===== config.mk =====
export PLATFORM = sky130hd
export DESIGN_NAME = execute_stage
export DESIGN_NICKNAME = d
export VERILOG_FILES = /design/src/logic/core_pkg.sv /design/src/logic/execute_stage.sv
export SDC_FILE = /design/constraint.sdc
export NUM_CORES = 1
export LEC_CHECK = 0
export BUFFER_PORTS_ARGS = -buffer_cell sky130_fd_sc_hd__buf_2
export CAP_MARGIN = 10
export CORE_AREA = 2 2 142 178
export CTS_BUF_LIST = sky130_fd_sc_hd__clkbuf_16
export DETAILED_ROUTE_END_ITERATION = 16
export DIE_AREA = 0 0 144 180
export PLACE_DENSITY_LB_ADDON = 0.08
export SYNTH_ARGS = -nofsm -noshare
export SYNTH_HDL_FRONTEND = slang
export SYNTH_SLANG_ARGS = --single-unit

===== constraint.sdc =====
create_clock -name clk -period 6.7 [get_ports clk]
set_input_delay 0.67 -clock clk [delete_from_list [all_inputs] [get_ports clk]]
set_output_delay 0.67 -clock clk [all_outputs]
set_load 0.03 [all_outputs]

===== src/logic/core_pkg.sv =====
package core_pkg;

    typedef enum logic [3:0] {
        op_add,
        op_sub,
        op_addi,
        op_ld,
        op_st,
        op_beq,
        op_bne,
        op_break,
        op_nop
    } op_e;

    typedef struct packed {
        logic [31:0] pc;
        logic [31:0] inst;
    } if_id_t;

    typedef struct packed {
        logic [31:0] pc;
        logic [31:0] inst;
        op_e         op;
        logic [31:0] src1;
        logic [31:0] src2;   // rk for alu ops, rd for store and branch
        logic [31:0] imm;
        logic [4:0]  rd;
        logic        we;
    } id_ex_t;

    typedef struct packed {
        logic [31:0] pc;
        logic [31:0] inst;
        op_e         op;
        logic [31:0] alu;     // result or byte address
        logic [31:0] st_data;
        logic [4:0]  rd;
        logic        we;
    } ex_mem_t;

    typedef struct packed {
        logic        valid;
        logic [4:0]  rd;
        logic [31:0] value;
        logic        is_load; // value not there yet
    } fwd_t;

    typedef struct packed {
        logic [31:0] pc;
        logic [31:0] inst;
        logic        wreg_en;
        logic [4:0]  wreg_idx;
        logic [31:0] wdata;
        logic        is_break;
    } commit_t;

    typedef struct packed {
        logic [31:0] addr;    // word address
        logic [31:0] wdata;
        logic        we;
    } mem_req_t;

endpackage


===== src/logic/execute_stage.sv =====
`timescale 1ns/1ps

module execute_stage import core_pkg::*; (
    input  logic        clk,
    input  logic        arst_n,
    input  logic        in_valid,
    output logic        in_ready,
    input  id_ex_t      in,
    output logic        out_valid,
    input  logic        out_ready,
    output ex_mem_t     out,
    output fwd_t        fwd_ex,
    output logic        flush,
    output logic [31:0] redirect_pc
);
    logic [31:0] alu;
    logic        taken;
    logic        accept;
    logic        stopped;   // younger work stays out once break has gone through

    always_comb begin
        case (in.op)
            op_add:                alu = in.src1 + in.src2;
            op_sub:                alu = in.src1 - in.src2;
            op_addi, op_ld, op_st: alu = in.src1 + in.imm;   // address sum for memory ops
            default:               alu = in.pc + 32'd4;
        endcase
    end

    assign taken = (in.op == op_beq && in.src1 == in.src2) ||
                   (in.op == op_bne && in.src1 != in.src2);

    assign in_ready    = !stopped && (!out_valid || out_ready);
    assign accept      = in_valid && in_ready;
    assign flush       = accept && taken;
    assign redirect_pc = in.pc + in.imm;
    assign fwd_ex      = '{valid: in_valid && in.we, rd: in.rd, value: alu,
                           is_load: in.op == op_ld};

    always_ff @(posedge clk or negedge arst_n) begin
        if (!arst_n) begin
            out_valid <= 1'b0;
            stopped   <= 1'b0;
        end else begin
            if (!out_valid || out_ready)
                out_valid <= in_valid && !stopped;
            if (accept && in.op == op_break)
                stopped <= 1'b1;
        end
    end

    always_ff @(posedge clk) begin
        if (accept)
            out <= '{pc: in.pc, inst: in.inst, op: in.op, alu: alu, st_data: in.src2,
                     rd: in.rd, we: in.we};
    end

    // decode is emptied by the flush so no wrong-path instruction follows
    assert property (@(posedge clk) disable iff (!arst_n)
        flush |=> !in_valid);

endmodule


======== Yosys cells after proc, flatten, opt, wreduce, memory -nomap -nowiden ========
Cells that the tools add are included.
operators by class
  reductions and logical operators ........ 14
  mux-type cells .......................... 1
  add/sub/neg operators ................... 5
  equality and inequality tests ........... 9
operators with widths
  cell                     count
  $add A32 B32 Y32         3
  $pmux W32 S3             1
  $add A32 B3 Y32 const B  1
  $eq A32 B32 Y1           1
  $ne A32 B32 Y1           1
  $sub A32 B32 Y32         1
  $eq A4 B3 Y1 const B     4
  $eq A4 B2 Y1 const B     2
  $logic_and A1 B1 Y1      8
  $eq A4 B1 Y1 const B     1
  $logic_not A4 Y1         1
  $reduce_or A3 Y1         1
  $logic_not A1 Y1         2
  $logic_or A1 B1 Y1       2
storage, ports and cells
  word-level logic and storage cells ...... 38
  input port bits ......................... 174
  output and inout port bits .............. 212
  register bits ........................... 140

======== Depth between registers and ports, before layout ========
Gate-level depths: netlist (run 1).
  word-level depth ........................ 5
  mapped depth ............................ 17
  depth with buffers taken out ............ 15

======== Worst setup path before layout (run 1) ========
No wires, ideal clock.
  path type ............................... input port to output port
  start ................................... input out_ready
  end ..................................... output flush
  data required time ...................... 6.030 ns
  path buffers ............................ 0
  stages .................................. 5
  arrival ................................. 5.595 ns
  path slack .............................. 0.435 ns
  path through ............................ inv_1 > a21oi_1 > and2_1 > nand2_1 > nor3_1
between the ends
  word-level cells in the longest chain between the ends .. 4
RTL lines
  what                 RTL line             text
  from (decl)          execute_stage.sv:10  input logic out_ready,
  $logic_or A1 B1 Y1   execute_stage.sv:33  assign in_ready = !stopped && (!out_valid || out_ready);
  $logic_and A1 B1 Y1  execute_stage.sv:33
  named net in_ready   execute_stage.sv:7   output logic in_ready,
  $logic_and A1 B1 Y1  execute_stage.sv:34  assign accept = in_valid && in_ready;
  named net accept     execute_stage.sv:18  logic accept;
  $logic_and A1 B1 Y1  execute_stage.sv:35  assign flush = accept && taken;
  to (decl)            execute_stage.sv:13  output logic flush,
The timed path passes the listed nets, and every way through them passes these cells.

==> results of run 1 <==
[path summary, 6_finish.rpt]
path / startpoint / endpoint / slack, ns / cells after the start
worst max register to register: out_valid$_DFFE_PN0N_ / out[51]$_DFFE_PP_ / 4.08 / 3
worst min register to register: out_valid$_DFFE_PN0N_ / out_valid$_DFFE_PN0N_ / 0.50 / 1
worst max-delay path: in[103] / fwd_ex[30] / 1.29 / 19
max in group asynchronous: arst_n / stopped$_DFFE_PN0P_ / 6.05 / 2
min in group asynchronous: arst_n / out_valid$_DFFE_PN0N_ / 0.55 / 2
worst min-delay path: in[122] / out[90]$_DFFE_PP_ / 0.39 / 1
[power groups by stage]
stage	sequential (mW)	combinational (mW)	clock, mW
after floorplan	1.39	0.749	0
after global routing	1.15	1.46	0.981
after detailed placement	1.16	1.35	0
final	1.14	1.36	0.944
after CTS	1.14	1.36	0.956
after global placement	1.15	1.35	0
[cells by family (layout without fill, tap and decap cells)]
kind of cell,Yosys count,in the layout
XOR/XNOR,113,113
buffers and inverters,95,483
AND/OR/NAND/NOR,284,284
multiplexers,5,5
adder cells (fa/ha/maj),104,104
AO/OA/AOI/OAI,362,362
flip-flops,140,140
other,0,1
[routing by layer]
metal | global-route usage | up-vias | part of all wire
met5 | 0 | - | 0
met4 | 0.0957 | 0 | 0.027
met3 | 0.0549 | 66 | 0.064
met2 | 0.514 | 375 | 0.52
met1 | 0.310 | 4794 | 0.39
li1 | - | 4900 | -
[stage by stage]
stage	hold WS, ns	utilization	area, um2
floorplan	0.374	-	10800
global route	0.385	0.558	13500
detailed placement	0.460	0.534	13000
finish	0.394	0.558	13500
global placement	0.454	0.534	13000
CTS	0.384	0.558	13500
[state kept, by name, summed over array words and instances (netlist names)]
signal	cells
out	138
out_valid	1
stopped	1
[worst max-delay path, stage by stage]
cell	delay (ns)
buf_2	0.16
nor2_1	0.11
mux2i_1	0.11
nor2_4	0.12
buf_4	0.26
buf_4	0.37
nand2_1	0.10
o21ai_0	0.12
ha_1	0.33
a2111oi_2	0.36
o21ai_1	0.15
a211oi_2	0.23
a211oi_2	0.15
a221oi_2	0.39
nor2_1	0.15
a311oi_2	0.32
xor2_1	0.10
o221ai_1	0.24
buf_2	0.26
[cells in the final DEF (no fill, tap or decap), types with 7 or more instances in the layout]
cell       netlist  final
xor2_1          55     55
o211ai_1         7      7
nand2b_1        10     10
a21o_1          46     46
o21ai_1          7      7
inv_1           59     59
a211oi_1        12     11
xnor2_1         58     58
ha_1           101    101
nand4_1         23     23
nor3_1          12     11
a22oi_1         13     13
o21bai_1        19     19
o21a_1          14     14
buf_2            0    385
a21oi_1         78     78
and3_1          10     10
clkbuf_16        0     17
a31oi_1         16     16
o21ai_0         83     83
edfxtp_1       138    138
nor2_1          55     54
o221ai_1        18     18
nor2b_1          8      8
nand2_1        112    112
nand3_1         22     22
[area by class of cell]
class	count	share of cell area
diodes	1	0.000185
multi-input cells	868	0.455
flip-flops and latches	140	0.310
repair buffers	392	0.146
clock buffers	17	0.0314
well taps	330	0.0305
inverters	59	0.0164
clock inverters	15	0.0106
[repair_timing]
action | in CTS | in global routing
hold buffers | 1 | 0
setup endpoints to repair | 0 | 0
endpoints found under the hold margin | 2 | 0
==> out/metrics.cfg, run 1 <==
[status]
status = completed

[power]
power.share.combinational = 0.395
p_sw_frac = 0.408
power_frac_clock = 0.274
fin_total_pwr_mw = 3.44
ir_worst_vdd_mv = 0.193
p_leak_nw = 6.08
p_int_mw = 2.04
seq_power_share = 0.330
p_per_area_nw_per_um2 = 254
p_sw_mw = 1.41

[finish]
multi_input_area_um2 = 6160
post_route_cells_drive_above_1_share = 0.305
nNetsFinal = 1756
final_cells = 1822
seq_area_um2 = 4190
area_delta_synth_final_pct = 25.9
fillers = 2321

[logic_synthesis]
synth_top_cells_by_count = 138 x edfxtp_1, 112 x nand2_1, 101 x ha_1, 83 x o21ai_0, 78 x a21oi_1
yosysMostFrequentCell = edfxtp_1
yosysWarnings = 0
synthArstFlopShare = 0.0143
synth_top_area_share = 0.385
synth-seq-cells = 140
synth_area_leaders = edfxtp_1 39%, ha_1 12%, xnor2_1 4.7%
synth_top_family_by_area = compound AO/OA/AOI/OAI gates
syn-num-nets = 1381
synthAdderAreaFrac = 0.123
synth-xor-area-share = 0.0921
synth-simple-area-share = 0.125
ys_types = 73
syn-cell-area_um2 = 10800
avgSynthCellArea_um2 = 9.75
synth-compound-area-share = 0.226
synthMuxAreaShare = 0.00477
synth_edf_count = 138
yosysSeqAreaShare = 0.390
synthCells = 1103
yosysTopAreaCell = edfxtp_1
synth_flop_cell = edfxtp_1

[min_path]
hp-class = input port to flop

[timing]
rsz0062_at_grt = no
drv_slew = 0
min_period_over_period = 0.808
clock_skew_ns = 0.0114
fin_ws_ns = 1.29
fmax_mhz = 185
timing.final.crit_period_ns = 5.41
tightest_slew_ns = 1.10
relSlewSlack = 0.269
setup_viol = 0
hold_viol_final = 0
tns_ns = 0

[placed_design]
dpl.hpwl_um = 29300
portBuffers = 385
globalplace.congestion = 0.939
dp_slack_ns = 1.30
placedCellCount = 1788

[setup_path]
path_max_fanout = 35
endpoint_kind = primary output
cp.arrival_ns = 4.74
crit_type = input port to primary output
required_ns = 6.03
cp-start-kind = input port

[grt]
groute.usage.overall = 0.277
grt_pass1_vias = 10100
grt_pass1_wl_um = 55100
grt_overflow = 0
grt_max_degree = 72
antenna_found_initial = 1

[die]
rows = 64
die_y_um = 180
die_width_um = 144
ios = 386
start_util = 0.443
die_area_um2 = 25900
design.core.area_um2 = 24300

[detailed_routing]
remaining_drc_errors = 0
routedWlPerCell_um = 20.0
drt_wl_total_um = 36500
first_pass_iters = 5
num_vias = 10100
via_per_inst = 5.56
drtIter0Drc = 587
detail-route-antenna-nets = 0

[clock_network]
clock_latency_ns = 0.45
cts_htree_levels = 4
clkTransAtPathRegs_ns = 0.07
cts_max_path_buffers = 2
cts_root_buffer = clkbuf_16
numClockSinks = 140
cts_setup_buffers = 0
cts_buffers = 17
cts_tree = yes
cts_resized = 0

[run]
drv_cap = 0

Note: power is estimated with default switching activity, not from simulation.
==> inputs of run 2 (changes only) <==
- ABC_AREA: unset -> 1
- CORE_AREA: 2 2 142 178 -> 2 2 155 194
- DIE_AREA: 0 0 144 180 -> 0 0 157 196
- clock period: 6.7 -> 4.73 ns (I/O delays scaled with it)
==> out/metrics.cfg, run 2 <==
[status]
status = completed  ; unchanged

[power]
p_leak_nw = 8.27  ; was 6.08 nW
ir_worst_vdd_mv = 0.213  ; was 0.193 mV
p_per_area_nw_per_um2 = 310  ; was 254 nW/um2
fin_total_pwr_mw = 4.91  ; was 3.44 mW

[setup_path]
crit_path_max_incr_delay_ns = 0.42  ; was 0.39 ns
cp_common_cell = nand3_1
path_max_fanout = 62  ; was 35
crit_chain = buf_2, nor2_1, nand2_1, nand2_2, buf_12, mux2_2, ha_1, fa_1, nand3_1, nand2_1, nand3_1, nand3_1, nand3_1, nand2_1, nand2_1, nand3_1, nand3_1, buf_2  ; was buf_2, nor2_1, mux2i_1, nor2_4, buf_4, buf_4, nand2_1, o21ai_0, ha_1, a2111oi_2, o21ai_1, a211oi_2, a211oi_2, a221oi_2, nor2_1, a311oi_2, xor2_1, o221ai_1, buf_2
cpMaxStageDelayCell = fa_1  ; was a221oi_2
endpoint_kind = primary output  ; unchanged
crit_type = input port to primary output  ; unchanged
cp.arrival_ns = 3.60  ; was 4.74 ns
cp-start-kind = input port  ; unchanged
required_ns = 4.26  ; was 6.03 ns

[timing]
relSlewSlack = 0.434  ; was 0.269
hold_viol_final = 0  ; unchanged
timing.final.crit_period_ns = 4.07
min_period_over_period = 0.861
clock_skew_ns = 0.00921  ; was 0.0114 ns
tns_ns = 0  ; unchanged
setup_viol = 0  ; unchanged
fin_ws_ns = 0.657  ; was 1.29 ns
rsz0062_at_grt = no  ; unchanged
drv_slew = 0  ; unchanged
worst_hold_slack_ns = 0.203  ; was 0.394 ns
fmax_mhz = 246
tightest_slew_ns = 0.848  ; was 1.10 ns

[logic_synthesis]
synth-seq-cells = 140  ; unchanged
synth_top_area_share = 0.322  ; was 0.385
yosysTopAreaCell = edfxtp_1  ; unchanged
synthCells = 1879  ; was 1103
synth_area_leaders = edfxtp_1 32%, nand2_1 19%, ha_1 9.8%  ; was edfxtp_1 39%, ha_1 12%, xnor2_1 4.7%
syn-cell-area_um2 = 12900  ; was 10800 um2
syn-num-nets = 2157  ; was 1381
yosysMostFrequentCell = nand2_1  ; was edfxtp_1
synthArstFlopShare = 0.0143  ; unchanged
synth_top_cells_by_count = 653 x nand2_1, 309 x inv_1, 150 x nand3_1, 138 x edfxtp_1, 137 x nor2_1  ; was 138 x edfxtp_1, 112 x nand2_1, 101 x ha_1, 83 x o21ai_0, 78 x a21oi_1
synth_edf_count = 138  ; unchanged
ys_types = 48  ; was 73
yosysWarnings = 0  ; unchanged
avgSynthCellArea_um2 = 6.84  ; was 9.75 um2
synth_flop_cell = edfxtp_1  ; unchanged
yosysSeqAreaShare = 0.326  ; was 0.390

[finish]
utilization = 0.545  ; was 0.558
largest_register_ffs = 138  ; unchanged
layout_common_cells = 653 x nand2_1, 385 x buf_2, 311 x inv_1, 150 x nand3_1, 138 x edfxtp_1  ; was 385 x buf_2, 138 x edfxtp_1, 112 x nand2_1, 101 x ha_1, 83 x o21ai_0
area_delta_synth_final_pct = 23.0  ; was 25.9%
regMostFlops = out  ; unchanged
reg.largest.list = out: 138 flops, out_valid: 1 flops, stopped: 1 flops  ; unchanged
final_common_cell = nand2_1  ; was buf_2
final_cells = 2679  ; was 1822
final_area_um2 = 15800  ; was 13500 um2
post_route_cells_drive_above_1_share = 0.219  ; was 0.305
nNetsFinal = 2547  ; was 1756

[clock_network]
cts_htree_levels = 4  ; unchanged
cts_tree = yes  ; unchanged
numClockSinks = 140  ; unchanged
cts_buffers = 17  ; unchanged
cts_root_buffer = clkbuf_16  ; unchanged
clkTransAtPathRegs_ns = 0.06  ; was 0.07 ns
cts_resized = 0  ; unchanged
cts_max_path_buffers = 2  ; unchanged
clock_latency_ns = 0.44  ; was 0.45 ns

[detailed_routing]
drt_wl_total_um = 48300  ; was 36500 um
remaining_drc_errors = 0  ; unchanged
first_pass_iters = 5  ; unchanged
drtIter0Drc = 761  ; was 587
num_vias = 13700  ; was 10100
top_layer = met4  ; unchanged
wl_met1_um = 18900  ; was 14200 um
routedWlPerCell_um = 18.0  ; was 20.0 um
wl_met2_um = 23900  ; was 18900 um
met3_length_um = 3350  ; was 2330 um
via_per_inst = 5.10  ; was 5.56
detail-route-antenna-nets = 0  ; unchanged

[die]
design.core.area_um2 = 29000  ; was 24300 um2
ios = 386  ; unchanged
die_width_um = 157  ; was 144 um
start_util = 0.443  ; about the same
rows = 70  ; was 64
die_area_um2 = 30800  ; was 25900 um2
die_y_um = 196  ; was 180 um

[placed_design]
globalplace.congestion = 0.938  ; was 0.939
dpl.hpwl_um = 40700  ; was 29300 um
dp_slack_ns = 0.739  ; was 1.30 ns
place_area_um2 = 15200  ; was 13000 um2
portBuffers = 385  ; unchanged
placedCellCount = 2645  ; was 1788

[run]
drv_cap = 0  ; unchanged

[grt]
antenna_found_initial = 1  ; unchanged
groute.usage.overall = 0.308  ; was 0.277
grt_pass1_wl_um = 71000  ; was 55100 um
grt_max_degree = 139  ; was 72
grt_pass1_vias = 13400  ; was 10100
grt_overflow = 0  ; unchanged

[min_path]
hp-class = input port to flop  ; unchanged

-- run 2: cell families (layout without fill, tap and decap cells) --
logic type / count (synthesis) / count (layout) / synth area share
AND/OR/NAND/NOR: 1072 / 1072 / 0.362
adder cells (fa/ha/maj): 104 / 104 / 0.103
XOR/XNOR: 37 / 37 / 0.0258
buffers and inverters: 335 / 738 / 0.100
other: 0 / 1 / 0
flip-flops: 140 / 140 / 0.326
multiplexers: 1 / 1 / 0.000876
AO/OA/AOI/OAI: 190 / 190 / 0.0820
-- run 2: timing repair --
action,CTS,global route
setup endpoints to repair,0,0
hold buffers,1,0
hold endpoints to repair,2,0
setup buffers,0,0
-- run 2: where the power goes --
part | internal, mW | switching, mW
registers | 1.56 | 0.0363
logic | 0.568 | 1.45
clock network | 0.720 | 0.571
total | 2.85 | 2.06
-- run 2: final timing paths --
kind / startpoint / endpoint / slack (ns) / cells past startpoint
max in group asynchronous: arst_n / out_valid$_DFFE_PN0N_ / 4.29 / 2
hold reg to reg: out_valid$_DFFE_PN0N_ / out_valid$_DFFE_PN0N_ / 0.56 / 2
min in group asynchronous: arst_n / stopped$_DFFE_PN0P_ / 0.34 / 2
setup / recovery: in[104] / fwd_ex[21] / 0.66 / 18
hold / removal: in[111] / out[79]$_DFFE_PP_ / 0.20 / 1
setup reg to reg: out_valid$_DFFE_PN0N_ / out[60]$_DFFE_PP_ / 2.93 / 4
-- run 2: cell type report --
type	count	area [um2]
Antenna cell	1	2.50
Clock buffer	17	425
Clock inverter	15	125
Fill cell	2952	13200
Inverter	317	1190
Multi-Input combinational cell	1404	7390
Sequential cell	140	4190
Tap cell	396	495
Timing Repair Buffer	389	1980
-- run 2: routing by layer --
metal  vias to the layer above  GRT usage
met1                      6199      0.364
met4                         0      0.141
li1                       6844          -
met2                       537      0.555
met3                        86     0.0345
met5                         -          0
-- run 2: worst max-delay path, delay by kind of cell --
family	cells	cell delay [ns]
simple gates	12	1.50
fa+ha+maj	2	0.66
buf+inv	3	0.58
mux	1	0.37
