[src/logic/core_pkg.sv]
package core_pkg;

    typedef enum logic [3:0] {
        op_add,
        op_sub,
        op_addi,
        op_ld,
        op_st,
        op_beq,
        op_bne,
        op_break,
        op_nop
    } op_e;

    typedef struct packed {
        logic [31:0] pc;
        logic [31:0] inst;
    } if_id_t;

    typedef struct packed {
        logic [31:0] pc;
        logic [31:0] inst;
        op_e         op;
        logic [31:0] src1;
        logic [31:0] src2;   // rk for alu ops, rd for store and branch
        logic [31:0] imm;
        logic [4:0]  rd;
        logic        we;
    } id_ex_t;

    typedef struct packed {
        logic [31:0] pc;
        logic [31:0] inst;
        op_e         op;
        logic [31:0] alu;     // result or byte address
        logic [31:0] st_data;
        logic [4:0]  rd;
        logic        we;
    } ex_mem_t;

    typedef struct packed {
        logic        valid;
        logic [4:0]  rd;
        logic [31:0] value;
        logic        is_load; // value not there yet
    } fwd_t;

    typedef struct packed {
        logic [31:0] pc;
        logic [31:0] inst;
        logic        wreg_en;
        logic [4:0]  wreg_idx;
        logic [31:0] wdata;
        logic        is_break;
    } commit_t;

    typedef struct packed {
        logic [31:0] addr;    // word address
        logic [31:0] wdata;
        logic        we;
    } mem_req_t;

endpackage

[src/logic/decode_stage.sv]
`timescale 1ns/1ps

module decode_stage import core_pkg::*; (
    input  logic        clk,
    input  logic        arst_n,
    input  logic        in_valid,
    output logic        in_ready,
    input  if_id_t      in,
    output logic [4:0]  rs1_idx,
    output logic [4:0]  rs2_idx,
    input  logic [31:0] rs1_data,
    input  logic [31:0] rs2_data,
    input  fwd_t        fwd_ex,
    input  fwd_t        fwd_mem,
    input  logic        flush,
    output logic        out_valid,
    input  logic        out_ready,
    output id_ex_t      out
);
    logic [31:0] inst;
    op_e         op;
    logic [31:0] imm;
    logic        we;
    logic        use_rs1;
    logic        use_rs2;
    logic [31:0] src1;
    logic [31:0] src2;
    logic        stall;

    function automatic logic hit(input fwd_t f, input logic [4:0] idx);
        return f.valid && (f.rd == idx) && (idx != 5'd0);
    endfunction

    // youngest producer first, register file last
    function automatic logic [31:0] operand(input logic [4:0] idx, input logic [31:0] rf,
                                            input fwd_t ex, input fwd_t mem);
        if (hit(ex, idx))
            return ex.value;
        if (hit(mem, idx))
            return mem.value;
        return rf;
    endfunction

    function automatic logic load_busy(input logic [4:0] idx, input fwd_t ex, input fwd_t mem);
        if (hit(ex, idx))
            return ex.is_load;
        return hit(mem, idx) && mem.is_load;
    endfunction

    assign inst = in.inst;

    always_comb begin
        op      = op_nop;
        imm     = '0;
        we      = 1'b0;
        use_rs1 = 1'b0;
        use_rs2 = 1'b0;
        if (inst[31:15] == 17'h00020 || inst[31:15] == 17'h00022) begin
            op      = inst[16] ? op_sub : op_add;   // add.w / sub.w
            we      = 1'b1;
            use_rs1 = 1'b1;
            use_rs2 = 1'b1;
        end else if (inst[31:22] == 10'h00a || inst[31:22] == 10'h0a2) begin
            op      = inst[29] ? op_ld : op_addi;
            imm     = {{20{inst[21]}}, inst[21:10]};
            we      = 1'b1;
            use_rs1 = 1'b1;
        end else if (inst[31:22] == 10'h0a6) begin
            op      = op_st;
            imm     = {{20{inst[21]}}, inst[21:10]};
            use_rs1 = 1'b1;
            use_rs2 = 1'b1;
        end else if (inst[31:27] == 5'b01011) begin
            op      = inst[26] ? op_bne : op_beq;
            imm     = {{14{inst[25]}}, inst[25:10], 2'b00};
            use_rs1 = 1'b1;
            use_rs2 = 1'b1;
        end else if (inst[31:15] == 17'h00054) begin
            op = op_break;
        end
    end

    assign rs1_idx = inst[9:5];
    assign rs2_idx = (op == op_add || op == op_sub) ? inst[14:10] : inst[4:0];
    assign src1    = operand(rs1_idx, rs1_data, fwd_ex, fwd_mem);
    assign src2    = operand(rs2_idx, rs2_data, fwd_ex, fwd_mem);

    // load-use waits until the load data is on fwd_mem
    assign stall = in_valid && ((use_rs1 && load_busy(rs1_idx, fwd_ex, fwd_mem)) ||
                                (use_rs2 && load_busy(rs2_idx, fwd_ex, fwd_mem)));
    assign in_ready = (!out_valid || out_ready) && !stall;

    always_ff @(posedge clk or negedge arst_n) begin
        if (!arst_n)
            out_valid <= 1'b0;
        else if (flush)
            out_valid <= 1'b0;        // wrong-path instruction dropped
        else if (!out_valid || out_ready)
            out_valid <= in_valid && !stall;
    end

    always_ff @(posedge clk) begin
        if (in_valid && in_ready)
            out <= '{pc: in.pc, inst: inst, op: op, src1: src1, src2: src2,
                     imm: imm, rd: inst[4:0], we: we};
    end

endmodule

[config.mk]
export PLATFORM = sky130hd
export DESIGN_NAME = decode_stage
export DESIGN_NICKNAME = d
export VERILOG_FILES = /design/src/logic/core_pkg.sv /design/src/logic/decode_stage.sv
export SDC_FILE = /design/constraint.sdc
export NUM_CORES = 1
export LEC_CHECK = 0
export ABC_AREA = 1
export BUFFER_PORTS_ARGS = -buffer_cell sky130_fd_sc_hd__buf_2
export CORE_AREA = 5 5 150 152
export DETAILED_ROUTE_END_ITERATION = 10
export DIE_AREA = 0 0 155 157
export PLACE_DENSITY_LB_ADDON = 0.2
export RECOVER_POWER = 50
export SLEW_MARGIN = 15
export SYNTH_ARGS = -nofsm -noshare
export SYNTH_HDL_FRONTEND = slang
export SYNTH_SLANG_ARGS = --single-unit
[constraint.sdc]
create_clock -name clk -period 12.7 [get_ports clk]
set_clock_uncertainty 0.1 [all_clocks]
set_input_delay 0.635 -clock clk [delete_from_list [all_inputs] [get_ports clk]]
set_output_delay 0.635 -clock clk [all_outputs]
set_load 0.05 [all_outputs]
Word-level counts from Yosys, hierarchy flattened --
Cells that the tools add are included.
Storage, ports and cells: flip-flop bits (word level) 171, input bits 211, output and inout bits 182, logic and storage cells 87
Operators by class: equality and inequality tests 12, muxes and demuxes 39, reductions and logical operators 27
Operators by type and width (number):
- 2-to-1 mux 32 bit | 11
- == test 17 x 6 -> 1 bit (second input constant) | 2
- 2-to-1 mux 1 bit | 21
- == test 10 x 8 -> 1 bit (second input constant) | 2
- == test 5 bit | 4
- 2-to-1 mux 4 bit | 5
- == test 17 x 7 -> 1 bit (second input constant) | 1
- logical AND 1 bit | 16
- == test 10 x 4 -> 1 bit (second input constant) | 1
- nonzero test 5 bit | 2
- == test 5 x 4 -> 1 bit (second input constant) | 1
- logical OR 1 bit | 5
- 2-to-1 mux 5 bit | 1
- == test 4 x 1 -> 1 bit (second input constant) | 1
- zero test 4 bit | 1
- zero test 1 bit | 2
- 2-to-1 mux 2 bit | 1
- nonzero test 2 bit | 1

Longest topological paths before layout --
Gate-level depths: netlist of run 1.
depth after elaboration 21, depth in mapped cells 18, mapped depth without buffers 17

Worst setup path after synthesis of run 1 --
Ideal clock, no wire load.
path kind input-to-reg, start in in[28] in the netlist's numbering, end reg out[0] in the netlist's numbering, enable pin, setup time 0.663 ns, arrival 8.404 ns, data required time 11.937 ns, path slack 3.533 ns, stages 16, path buffers 1, cell sequence nor2_2 -> nand2_4 -> nor2_8 -> nand2_4 -> nand2_2 -> nand2_2 -> nor2_2 -> nand3_1 -> nand2_1 -> nor2_1 -> inv_2 -> buf_6 -> nand2_1 -> nand2_1 -> nand3_1 -> nor2_1
Between the ends: longest elaborated chain between the ends 20, elaborated cells on any way between the ends 41, those cells by class eq/ne: 10; mux: 14; reduce/logical: 17
RTL lines:
- from (decl) | line decode_stage.sv:8 | input if_id_t in,
- == test 17 x 7 -> 1 bit | line decode_stage.sv:78 | end else if (inst[31:15] == 17'h00054) begin
- 2-to-1 mux 4 bit | line decode_stage.sv:78
- 2-to-1 mux 4 bit | line decode_stage.sv:73 | end else if (inst[31:27] == 5'b01011) begin
- 2-to-1 mux 4 bit | line decode_stage.sv:68 | end else if (inst[31:22] == 10'h0a6) begin
- 2-to-1 mux 4 bit | line decode_stage.sv:63 | end else if (inst[31:22] == 10'h00a || inst[31:22] == 10'h0a2) begin
- 2-to-1 mux 4 bit (*) | line decode_stage.sv:58 | if (inst[31:15] == 17'h00020 || inst[31:15] == 17'h00022) begin
- == test 4 x 1 -> 1 bit or zero test 4 bit (tied branches) | line decode_stage.sv:84 | assign rs2_idx = (op == op_add || op == op_sub) ? inst[14:10] : inst[4:0];
- logical OR 1 bit (*) | line decode_stage.sv:84
- (+1 left out)
- named net rs2_idx[0] | line decode_stage.sv:10 | output logic [4:0] rs2_idx,
- (+3 left out)
- 2-to-1 mux 1 bit or logical AND 1 bit (tied branches) | line decode_stage.sv:45, decode_stage.sv:47
- 2-to-1 mux 1 bit (*) | line decode_stage.sv:47 | return hit(mem, idx) && mem.is_load;
- logical AND 1 bit (*) | line decode_stage.sv:90 | (use_rs2 && load_busy(rs2_idx, fwd_ex, fwd_mem)));
- logical OR 1 bit (*) | line decode_stage.sv:89 | assign stall = in_valid && ((use_rs1 && load_busy(rs1_idx, fwd_ex, fwd_mem)) ||
- logical AND 1 bit (*) | line decode_stage.sv:89
- zero test 1 bit (*) | line decode_stage.sv:91 | assign in_ready = (!out_valid || out_ready) && !stall;
- logical AND 1 bit (*) | line decode_stage.sv:91
- logical AND 1 bit (*) | line decode_stage.sv:103 | if (in_valid && in_ready)
- to (signal assigned) | line decode_stage.sv:104 | out <= '{pc: in.pc, inst: inst, op: op, src1: src1, src2: src2,
- to (decl) | line decode_stage.sv:18 | output id_ex_t out
The timed path passes the listed nets; every way through them passes the cells marked *. A chain may end at the register's enable or synchronous reset.

Worst setup path in the final report of run 1 --
start in in[26] in the netlist's numbering, end reg out[146] in the netlist's numbering, enable pin
Between the ends: longest elaborated chain between the ends 20, elaborated cells on any way between the ends 40, those cells by class eq/ne: 9; mux: 14; reduce/logical: 17
RTL lines (line):
- == test 17 x 7 -> 1 bit | decode_stage.sv:78
- 2-to-1 mux 4 bit | decode_stage.sv:78
- 2-to-1 mux 4 bit | decode_stage.sv:73
- 2-to-1 mux 4 bit | decode_stage.sv:68
- 2-to-1 mux 4 bit | decode_stage.sv:63
- 2-to-1 mux 4 bit | decode_stage.sv:58
- == test 4 x 1 -> 1 bit or zero test 4 bit (tied branches) | decode_stage.sv:84
- logical OR 1 bit | decode_stage.sv:84
- (+4 left out)
- 2-to-1 mux 1 bit or logical AND 1 bit (tied branches) | decode_stage.sv:45, decode_stage.sv:47
- 2-to-1 mux 1 bit | decode_stage.sv:47
- logical AND 1 bit | decode_stage.sv:90
- logical OR 1 bit (*) | decode_stage.sv:89
- logical AND 1 bit (*) | decode_stage.sv:89
- zero test 1 bit (*) | decode_stage.sv:91
- logical AND 1 bit (*) | decode_stage.sv:91
- logical AND 1 bit (*) | decode_stage.sv:103
Every way passes the cells marked *; elsewhere a longest branch is shown, timed or not.

==> results.md, run 1 <==
Status:
- The flow ran to the end, and the final reports show no timing, DRC or antenna violations.

Route:
- The wire length the detailed router placed on met1 is 8.31 mm.
- The final layout contains routed wiring with a total length of 22.5 mm.
- Detailed routing inserted a total of 6065 vias.
- The highest metal layer carrying signal wires in the routed design is met5.
- In the detailed route, the total length drawn on met3 is 1.97 mm.
- The routed via count divided by cell count is 4.62.
- In the detailed route, the total length drawn on met2 is 11.9 mm.
- After detailed routing, the average wire length per cell comes to 17.2 um.
- The post-route DRC violation count is 0.
- The count of nets left with antenna violations once routing finished came out at 0.
- The detailed-router iteration count before antenna repair is 4.
- The first routing iteration left 282 violations.

Pwr:
- In this run the power density over the cells is 138 nW/um^2.
- Across the VDD grid, the largest voltage drop is 0.0734 mV.
- Summed over all cells, the static leakage comes to 4.09 nW.
- The total power draw is 1.36 mW.

Global route:
- For this run, the total global-route usage over all layers was measured as 17.3%.
- The number of antenna violations at the first check in global routing is 2.
- The total grt overflow is 0.
- The number of global-route vias before repair was 5804.
- The first global-routing pass estimated 32.2 mm of wire.
- The pin count of the biggest net entering global routing is 80.

Timing:
- Setup violations remaining at the end of the flow were counted as 0.
- The sum of negative setup slack is 0 ns.
- Subtracting the final worst setup slack from the clock period gives 5.04 ns.
- The number of max-slew violations in the final report is 0.
- Headroom to the max-slew limit came out at 29.6%.
- The transition time at the pin with the least slew margin is 1.06 ns.
- Setup repair after global routing left no endpoint under its margin.
- The final cycle utilization of the critical path is 39.7%.
- Across all setup checks in the final design, the least slack found is 7.66 ns.
- Based on the critical path, the design can be clocked at up to 199 MHz.
- The final-report hold violation count is 0.

Cells and area:
- The share of post-route cells with drive strength above 1 is 31.1%.
- The layout net count is 1235.
- The post-synthesis to final-layout area growth is 31.6%.

Clocking:
- The post-cts gate resize count is 0.
- At the later pin of the worst-skew pair, clock insertion delay measures 0.41 ns.
- In this run the clock root is driven by a sky130_fd_sc_hd__clkbuf_16.
- The number of hold buffers added after CTS was 1.
- The buffers inserted during post-CTS setup optimization is 0.
- The number of levels the H-tree was split into is 4.
- TritonCTS built the clock tree.
- The clock-pin slew on the worst setup and hold paths is 0.07 ns.
- The buffer levels on the longest clock path is 2.
- The clock drives 152 sinks.
- The TritonCTS buffer count is 17.

Floorplanning:
- The number of I/O pins is 393.
- The floorplan step set the die height to 157 um.
- The initial cell density of the core is 35.8%.
- The core region is 20900 sq um.
- The die width is 155 um.
- The die covers 24300 sq um.
- The total number of placement rows is 53.

Synth:
- The number of library cell types mapped by synthesis is 36.
- Of the synthesized area, sequential elements account for 61.0%.
- The biggest area contributor in the post-synthesis netlist is sky130_fd_sc_hd__edfxtp_1.
- Yosys mapped a number of flops with a built-in enable equal to 151.
- Dividing the synthesized area by the synthesized cell count gives 11.3 sq um.
- The Yosys step of the flow raised 0 warnings.
- In the synthesized netlist, the cells that appear most often are sky130_fd_sc_hd__edfxtp_1 (151), sky130_fd_sc_hd__inv_1 (104), sky130_fd_sc_hd__nand2_1 (85).
- Synthesis inferred 152 register bits.
- In this run the cell area of the synthesized design comes to 7470 sq um.
- The number of instances in the synthesized netlist is 659.
- Sorting the synthesized cells by area gives the leading types as sky130_fd_sc_hd__edfxtp_1 (61%), sky130_fd_sc_hd__o211ai_2 (5.4%), sky130_fd_sc_hd__inv_1 (5.2%), sky130_fd_sc_hd__nand2_1 (4.3%), sky130_fd_sc_hd__o211ai_1 (3.2%).
- Among all cell types in the netlist, the one instantiated most often is sky130_fd_sc_hd__edfxtp_1.
- The share of synthesized registers carrying an async set or reset is 0.658%.
- Synthesis produced a netlist with a net count of 870.
- For this run, the leading register cell type out of synthesis is sky130_fd_sc_hd__edfxtp_1.
- Summed over its instances, the top area cell type makes up 60.7% of the synthesized netlist area.

Critical path:
- The setup check on the worst reg-to-reg path leaves a slack of 9.70 ns.
- In this run the worst path has a maximum fanout of 79.
- The largest single stage delay on the critical path is 0.88 ns.
- The required time reported for the critical path endpoint is 12.63 ns.
- The cell with the biggest individual delay on the critical path is sky130_fd_sc_hd__buf_4.
- Walking the worst path, the cells encountered are clkbuf_1 > nor2_4 > nand2_4 > nor2_8 > nand3_1 > nand2_2 > nand2_1 > nand2_1 > nor2_1 > nand2_1 > nor2_1 > clkinv_2 > buf_4 > nand2_1 > nand2_1 > nand3_1 > nor2_4 > buf_4 > buf_4.
- The origin of the critical flop-to-flop path is out_valid.
- The dominant cell type by count on the critical path is sky130_fd_sc_hd__nand2_1.
- The cell count of the worst reg-to-reg path is 5.
- The endpoint identified for the worst register-to-register timing path is out[146].
- The critical path launch point type is an input port.
- The critical path in this run is classified as input port to register.
- At the worst endpoint, the arrival time is 4.97 ns.
- The kind of end point of the critical path is a register.

Hold path:
- The worst hold path terminates at out[148].
- Along the worst hold path, the cell count comes to 1.
- The startpoint identified for the worst hold timing path is in[42].
- The path class of the tightest hold or removal check is input port to register.

Place:
- The congestion estimate from routability-driven global placement came to 0.897.
- Before CTS, the worst setup slack after placement is 7.09 ns.
- During placement, the flow inserted port buffers numbering 392.
- The HPWL after detailed placement is 17.6 mm.

Flow run:
- Across the run, the number of max-cap violations was 0.
critical path, delay by kind of cell:
| kind | cells | cell delay [ns] |
|---|---|---|
| buffers and inverters | 5 | 2.46 |
| and+or+nand+nor | 14 | 1.78 |
cell families after synthesis:
| logic type | synth area share, % |
|---|---|
| DFF | 61.0 |
| and+or+nand+nor | 11.5 |
| AOI/OAI and AO/OA | 16.4 |
| buffers and inverters | 10.1 |
| xor gates and xnor gates | 0.938 |
sequential cells by signal (all words and copies together) (netlist names):
register / flops
out: 151
out_valid: 1
metrics by stage:
step	std cells	utilization, %	hold WS [ns]	area [sq um]
CTS	1312	48.2	0.262	10100
global route	1313	47.1	0.260	9830
finish	1313	47.1	0.290	9830
detailed placement	1279	45.3	0.313	9470
floorplan	659	-	0.239	7470
global placement	1279	45.3	0.314	9470
cell usage in the layout (no fill, tap or decap), drive strengths merged, types with 3 or more instances in the layout:
cell type and count:
nand2 112, clkinv 8, clkbuf 215, nor3 6
o21ai 70, edfxtp 151, nor4 4, inv 112
o211ai 64, xor2 5, a211oi 5, nor2 32
a21oi 9, nand4 3, nand3 21, buf 199
o22ai 10, xnor2 3
worst max path at each step:
stage | slack, ns | start | to
after global routing | 7.10 | in[26] | out[146]
final | 7.66 | in[26] | out[146]
after floorplan | 3.53 | in[28] | out[0]
after detailed placement | 7.09 | in[28] | out[141]
after CTS | 7.55 | in[17] | out[146]
after global placement | 7.16 | in[17] | out[147]
report_power, final:
| group | switching, mW | total, mW | internal [mW] |
|---|---|---|---|
| Combinational | 0.202 | 0.261 | 0.0591 |
| Clock | 0.233 | 0.499 | 0.266 |
| Sequential | 0.00872 | 0.599 | 0.591 |
| Total | 0.443 | 1.36 | 0.916 |
final cells by class:
class                   count  area, sq um
flip-flops and latches    152         4560
well taps                 275          344
inverters                 106          399
fillers                  2113        11100
clock buffers              17          425
clock inverters            15          175
diodes                      1         2.50
multi-input cells         349         2170
repair buffers            398         1760
routing by layer:
metal  vias up  global-route usage [%]
met1      2779                    19.3
met5         -                       0
li1       3011                       -
met4         2                    6.01
met2       251                    31.2
met3        22                    5.64
(Power assumes the default switching activity.)
==> run 2: changes to the inputs <==
==> constraint.sdc (replaced) <==
create_clock -name clk -period 4.21 [get_ports clk]
set_clock_uncertainty 0.1 [all_clocks]
set_input_delay 0.2105 -clock clk [delete_from_list [all_inputs] [get_ports clk]]
set_output_delay 0.2105 -clock clk [all_outputs]
set_load 0.05 [all_outputs]
==> run 2 against run 1 <==
Compared with the run above:
- core utilization is 4.5 points higher
- clock-buffer cell count stayed put
- flip-flop and latch count stayed put
- sequential share of layout area is 4.1 points lower
- worst setup slack worse by 6.9 ns
- non-clock buffer count is 79 higher
- global-route usage is 1.8 points higher
- critical endpoint is now out[56]
- combinational power grew to 3.3 times the previous value
==> results.md, run 2 (synthesized netlist as in run 1, its figures left out) <==
Cells and area:
- The number of antenna cells inserted is 0.
- Compared with the post-synthesis result, the final layout area differs by 44.3%.
- Cells fill 51.6% of the core in the end.
- After routing the design area is 10800 sq um.
- For this run, the post-layout net count is 1314.
- The flip-flop count of the largest register, all copies and words added is 151.
- Of the cells placed in the final design, the portion with a size suffix greater than 1 is 29.2%.
- In the layout the commonest cells are sky130_fd_sc_hd__clkbuf_1 (211), sky130_fd_sc_hd__buf_2 (182), sky130_fd_sc_hd__edfxtp_1 (151).
- More flip-flops sit in one register than any other, and that register is out.
- The most common cell after layout, fill and taps aside is sky130_fd_sc_hd__clkbuf_1.
- The number of fill cells in the layout is 2010.
- The largest registers in the layout are out (151), out_valid (1).
- Once layout is complete, the cells apart from fillers number 1391.

Route:
- The post-route DRC violation count is 0.
- The detail route stage leaves a number of antenna-violating nets equal to 0.
- The routed length per instance is 17.3 um.
- Summing over every cut layer, the via total after detailed routing is 6453.
- The routed via count divided by cell count is 4.64.
- For this block, the initial DRC count from the detailed router was 313.
- For this block, the routed nets add up to 24.1 mm of wire.
- The first detailed-routing pass ran for 5 iterations.

Floorplanning:
- The die width is 155 um.
- The number of I/O pins is 393.
- The floorplan die height is 157 um.
- The initial cell density of the core is 35.8%.
- The core area is 20900 sq um.
- The total number of placement rows is 53.
- The floorplan die area is 24300 sq um.

Timing:
- The final setup violation count is 0.
- Setup repair after global routing left no endpoint under its margin.
- In this run the tightest slew margin relative to its limit is 34.8%.
- The number of max-slew violations in the final report came to 0.
- The final cycle utilization of the critical path is 82.2%.
- The worst path in the final design needs a cycle of 3.46 ns, including I/O delays and setup.
- Derived from the worst setup path, the maximum achievable clock frequency is 289 MHz.
- At the pin with the least slew margin, the transition time is 0.977 ns.
- The final-report hold violation count is 0.

Clocking:
- The number of levels the H-tree was split into is 4.
- The clock-pin slew on the worst setup and hold paths is 0.07 ns.
- Clock latency on the worst-skew pair, taken at its later pin, is 0.42 ns.
- The buffer levels on the longest clock path is 2.
- The clock drives 152 sinks.
- Once the clock tree was built, the setup fixing pass inserted 0 buffers.
- For this design, the CTS-stage hold fixing added 71 buffers.
- The number of clock buffers added by TritonCTS is 17.
- The CTS tree is done.
- The tree is rooted in a sky130_fd_sc_hd__clkbuf_16.
- Gates resized during post-CTS repair numbered 0.

Global route:
- The most used routing layer in global routing is met2.
- The number of global-route vias before repair is 6510.
- The first global-routing pass estimated 36.0 mm of wire.
- The global-route met3 utilization is 5.69%.
- In the global route stage, met1 resource usage came out at 21.7%.
- The met2 usage is 35.0%.
- The overall fraction of global-route tracks in use is 19.1%.
- Entering global routing, the biggest net connects 65 pins.
- For this run the aggregate overflow at the end of global routing stands at 0.
- The number of antenna violations at the first check in global routing is 1.

Critical path:
- The worst path arrival time is 3.46 ns.
- The largest fanout on the critical path is 35.
- STA classifies the critical path startpoint as an input port.
- STA classifies the critical path endpoint as a register.
- For the worst setup path, the data required time is 4.21 ns.
- The setup path with the least slack is of type input port to register.

Place:
- The count of port buffers added during placement is 392.
- After detailed placement, the design holds a cell count of 1288.
- Routability-driven placement finished with a final weighted congestion of 0.919.
- Detailed placement ended at an HPWL of 18.8 mm.
- The placed instance area is 9730 sq um.

Pwr:
- The largest vdd supply drop is 0.229 mV.
- Power spread over the standard cell area amounts to 394 nW/um^2.
- Summed over all cells, the static leakage comes to 4.43 nW.

Status:
- The run finished with clean final reports.

Flow run:
- The tool flagged a number of max-cap violations equal to 0.

Hold path:
- The path class of the tightest hold or removal check is input port to register.
==> run 2: worst max-delay path, cell delays in order <==
cell and delay [ns]:
sky130_fd_sc_hd__dlygate4sd3_1 0.54, sky130_fd_sc_hd__clkbuf_1 0.32, sky130_fd_sc_hd__inv_12 0.03, sky130_fd_sc_hd__nor2_1 0.10
sky130_fd_sc_hd__nand2_1 0.09, sky130_fd_sc_hd__nor2_4 0.24, sky130_fd_sc_hd__nand2_4 0.15, sky130_fd_sc_hd__nand2_4 0.13
sky130_fd_sc_hd__nand2_8 0.06, sky130_fd_sc_hd__nand2_1 0.06, sky130_fd_sc_hd__nand2_1 0.05, sky130_fd_sc_hd__nor2_1 0.10
sky130_fd_sc_hd__nand2_1 0.07, sky130_fd_sc_hd__nor2_2 0.14, sky130_fd_sc_hd__a21oi_1 0.09, sky130_fd_sc_hd__nand2_2 0.09
sky130_fd_sc_hd__nand3_2 0.09, sky130_fd_sc_hd__nor2_4 0.55, sky130_fd_sc_hd__buf_12 0.30
==> run 2: area by class of cell <==
type | instances | area, sq um | area share (%)
Sequential cell | 152 | 4560 | 42.3
Timing Repair Buffer | 477 | 2570 | 23.9
Multi-Input combinational cell | 349 | 2280 | 21.2
Clock buffer | 17 | 425 | 3.95
Inverter | 106 | 412 | 3.82
Tap cell | 275 | 344 | 3.19
Clock inverter | 15 | 180 | 1.67
==> run 2: path summary, 6_finish.rpt <==
path | from | end | slack (ns) | cells past startpoint
worst min-delay path | rs2_data[26] | out[64] | 0.02 | 3
worst max register to register | out_valid | out[56] | 2.40 | 4
min in group asynchronous | arst_n | out_valid | 0.51 | 3
worst min register to register | out_valid | out[0] | 1.02 | 3
max in group asynchronous | arst_n | out_valid | 3.39 | 3
worst max-delay path | in[20] | out[56] | 0.75 | 19
==> run 2: stage by stage <==
| stage | setup WS, ns | setup TNS (ns) | power [mW] | hold slack (ns) |
|---|---|---|---|---|
| after floorplan | -0.198 | -29.89 | 2.42 | -0.185 |
| after global placement | 1.02 | 0 | 2.69 | -0.113 |
| after detailed placement | 0.980 | 0 | 2.70 | -0.109 |
| after CTS | 0.878 | 0 | 4.32 | 0.00512 |
| after global routing | 0.449 | 0 | 4.42 | 0.00987 |
| final | 0.748 | 0 | 4.25 | 0.0245 |
==> run 2: per-layer routing <==
metal  vias to the layer above  wire length (um)  part of all wire (%)
met2                       269             12800                    53
li1                       3180                 -                     -
met3                        28              1910                   7.9
met1                      2974              8950                    37
met4                         2               375                   1.6
met5                         -                18                 0.075
==> run 2: report_power, final <==
part	total [mW]	leakage, nW	internal (mW)	switching [mW]
Clock	1.57	0.294	0.898	0.670
Combinational	0.867	2.65	0.237	0.630
Sequential	1.81	1.49	1.78	0.0296
==> run 3: changes to the inputs <==
==> constraint.sdc (replaced) <==
create_clock -name clk -period 2.96 [get_ports clk]
set_clock_uncertainty 0.1 [all_clocks]
set_input_delay 0.148 -clock clk [delete_from_list [all_inputs] [get_ports clk]]
set_output_delay 0.148 -clock clk [all_outputs]
set_load 0.05 [all_outputs]
==> run 3 against run 2 <==
Compared with the run above:
- sequential share of layout area fell by 4.3 points
- via count rose by 8.8%
- power rose by 46%
- design area rose by 11%
- clock power rose by 43%
- routed wire length rose by 6.8%
- worst hold slack got worse by 0.014 ns
- flip-flop and latch count did not move
- combinational power rose by 58%
- first-iteration DRC count rose by 12%
- critical path depth fell by 7
- die area did not move
- highest routed layer is now met4
==> results.md, run 3 (synthesized netlist as in run 1, its figures left out) <==
Critical path:
- Data arrives at the worst endpoint at 2.81 ns.
- The critical path's top delay family is buffers and inverters.
- The worst setup path is of the input port to register kind.
- The critical path contains buffers and inverters numbering 6 combined.
- The signal on the critical path passes through dlygate4sd3_1 > clkbuf_1 > inv_1 > nand2_1 > nor4_1 > a211oi_1 > nand2_1 > inv_4 > buf_12 > o211ai_1 > o21ai_0 > dlygate4sd3_1.
- The worst setup path is captured at a register.
- The worst register-to-register path has a depth of 6.
- On the critical path, the stage with the largest delay is an instance of sky130_fd_sc_hd__dlygate4sd3_1.
- The worst setup path is launched from an input port.
- For the worst setup path, the data required time is 3.03 ns.
- Of all nets on the critical path, the largest fanout is 34.
- The largest single stage delay on the critical path is 0.58 ns.
- Counting buffers and inverters, the worst setup path is 12 cells deep.

Timing:
- The number of max-slew violations in the final report is 0.
- Setup violations remaining at the end of the flow were counted as 0.
- The top achievable clock speed is 364 MHz.
- The transition time at the pin with the least slew margin is 0.814 ns.
- The clock period could shrink to 2.74 ns.
- Setup repair after global routing left no endpoint under its margin.
- The final cycle utilization of the critical path is 92.7%.
- The final-report hold violation count is 0.
- The worst slew margin relative to its limit is 46.0%.

Status:
- The run finished with clean final reports.

Cells and area:
- For this run, the post-layout net count is 1420.
- The largest registers in the layout are out (151), out_valid (1).
- The final design area excluding fillers is 12000 sq um.
- The flip-flop count of the largest register, all copies and words added is 151.
- Fill cells in the final layout number 1870.
- The number of antenna diodes in the final layout is 0.
- The area used by multi-input combinational logic is 2360 sq um.
- In the final layout, flip-flops and latches occupy 4560 sq um.
- Leaving out fill and tap cells, the most frequent cells in the layout are sky130_fd_sc_hd__clkbuf_1 (200), sky130_fd_sc_hd__buf_2 (190), sky130_fd_sc_hd__dlygate4sd3_1 (168).
- In the final layout, the share of cells above drive strength 1 is 28.8%.
- The area growth from synthesis to layout is 60.5%.
- The most common cell after layout, fill and taps aside is sky130_fd_sc_hd__clkbuf_1.
- More flip-flops sit in one register than any other, and that register is out.
- The finished layout holds 1497 standard cells, fillers aside.

Global route:
- The number of antenna violations at the first check in global routing is 0.
- The pin count of the biggest net entering global routing is 51.
- Global routing used 20.2% of the available tracks across all layers.
- The number of global-route vias before repair came to 7018.
- Global routing finished with a remaining overflow of 0.
- The first-pass GRT wire length is 38.2 mm.

Clocking:
- No sink is reached through more buffers than the 2 on the longest clock path.
- TritonCTS created 17 clock buffers.
- Clock tree synthesis found a total of 152 sinks.
- Clock-pin slew was measured on the worst setup and hold paths at 0.06 ns.
- The number of levels the H-tree was split into is 4.
- The CTS tree is done.
- At the later pin of the worst-skew pair, clock insertion delay measures 0.43 ns.
- The buffer type at the clock tree root is sky130_fd_sc_hd__clkbuf_16.

Pwr:
- The largest vdd supply drop is 0.325 mV.
- The total power density per cell area is 515 nW/um^2.
- For this design the static power due to leakage is 4.91 nW.

Floorplanning:
- After floorplanning, the core was divided into 53 placement rows.
- The die is 155 um wide.
- The floorplan step defined a die boundary enclosing 24300 sq um.
- The number of I/O pins is 393.
- The core area is 20900 sq um.
- The floorplan step set the die height to 157 um.
- The initial utilization of the core area, before any placement, comes to 35.8%.

Route:
- The routed via count is 7022.
- The first TritonRoute pass finished after 4 iterations.
- The routed via count divided by cell count is 4.69.
- The violation count after the first detailed-route iteration is 352.
- For this block, the routed nets add up to 25.7 mm of wire.
- The post-route DRC violation count is 0.
- The residual antenna-violating net count after detailed routing is 0.
- After detailed routing, the average wire length per cell comes to 17.2 um.

Hold path:
- The path class of the tightest hold or removal check is input port to register.
- Counting instances, the worst hold path has a depth of 3.

Place:
- Including well taps, the total number of placed cells is 1291.
- The congestion estimate from routability-driven global placement came to 0.875.
- The count of port buffers added during placement is 392.
- The final HPWL from detailed placement is 18.9 mm.
- The placed instance area is 9810 sq um.

Flow run:
- Across the run, the number of max-cap violations was 0.
==> run 3: cell types whose count changed in the layout (fill, tap and decap cells not counted), sizes merged <==
| cell | previous run | this run |
|---|---|---|
| buf | 195 | 213 |
| clkbuf | 228 | 218 |
| dlygate4sd3 | 71 | 168 |
| clkdlybuf4s25 | 0 | 1 |
| clkinvlp | 1 | 3 |
| clkinv | 5 | 3 |
==> run 3: timing repair <==
action | in CTS | in global routing
hold endpoints to repair | 131 | 0
endpoints found under the setup margin | 0 | 101
resized for setup | 0 | 22
buffers inserted | 0 | 6
hold buffers | 169 | 0
==> run 3: area by class of cell <==
type                    instances  area share, %
flip-flops and latches        152           38.0
repair buffers                583           30.9
multi-input cells             349           19.7
clock buffers                  17           3.55
inverters                     106           3.45
well taps                     275           2.87
clock inverters                15           1.52
==> run 3: routing by layer <==
layer  vias up  global-route usage, %  share of wire, %
met5         -                      0                 0
met4         0                   7.49               3.1
met3        54                   5.09               7.4
met2       309                   37.2                53
met1      3262                   22.4                37
li1       3397                      -                 -
==> run 3: tightest hold or removal path, stage by stage <==
cell	delay (ns)
sky130_fd_sc_hd__buf_2	0.07
sky130_fd_sc_hd__o211ai_1	0.08
sky130_fd_sc_hd__o21ai_0	0.10
==> run 3: power by group <==
group	leakage, nW	internal [mW]	switching (mW)
sequential	1.49	2.53	0.0424
clock	0.288	1.28	0.960
combinational	3.13	0.438	0.929
==> run 3: through the flow <==
stage / hold WS [ns] / setup WS [ns] / power (mW) / util, % / TNS [ns]
finish: 0.0109 / 0.215 / 6.18 / 57.4 / 0
global route: 0.0163 / 0.00564 / 6.43 / 57.4 / 0
CTS: 0.000350 / 0.0359 / 6.28 / 58.0 / 0
detailed placement: -0.176 / 0.115 / 3.84 / 47.0 / 0
global placement: -0.176 / 0.136 / 3.84 / 47.0 / 0
floorplan: -0.248 / -1.39 / 3.44 / - / -209.20
==> run 3: final timing paths <==
check / start / end / slack, ns
setup / recovery: in[6] / out[96] / 0.22
hold / removal: rs1_data[12] / out[82] / 0.01
setup reg to reg: out_valid / out_valid / 0.81
hold reg to reg: out_valid / out[109] / 0.86
max in group asynchronous: arst_n / out_valid / 2.18
min in group asynchronous: arst_n / out_valid / 0.48
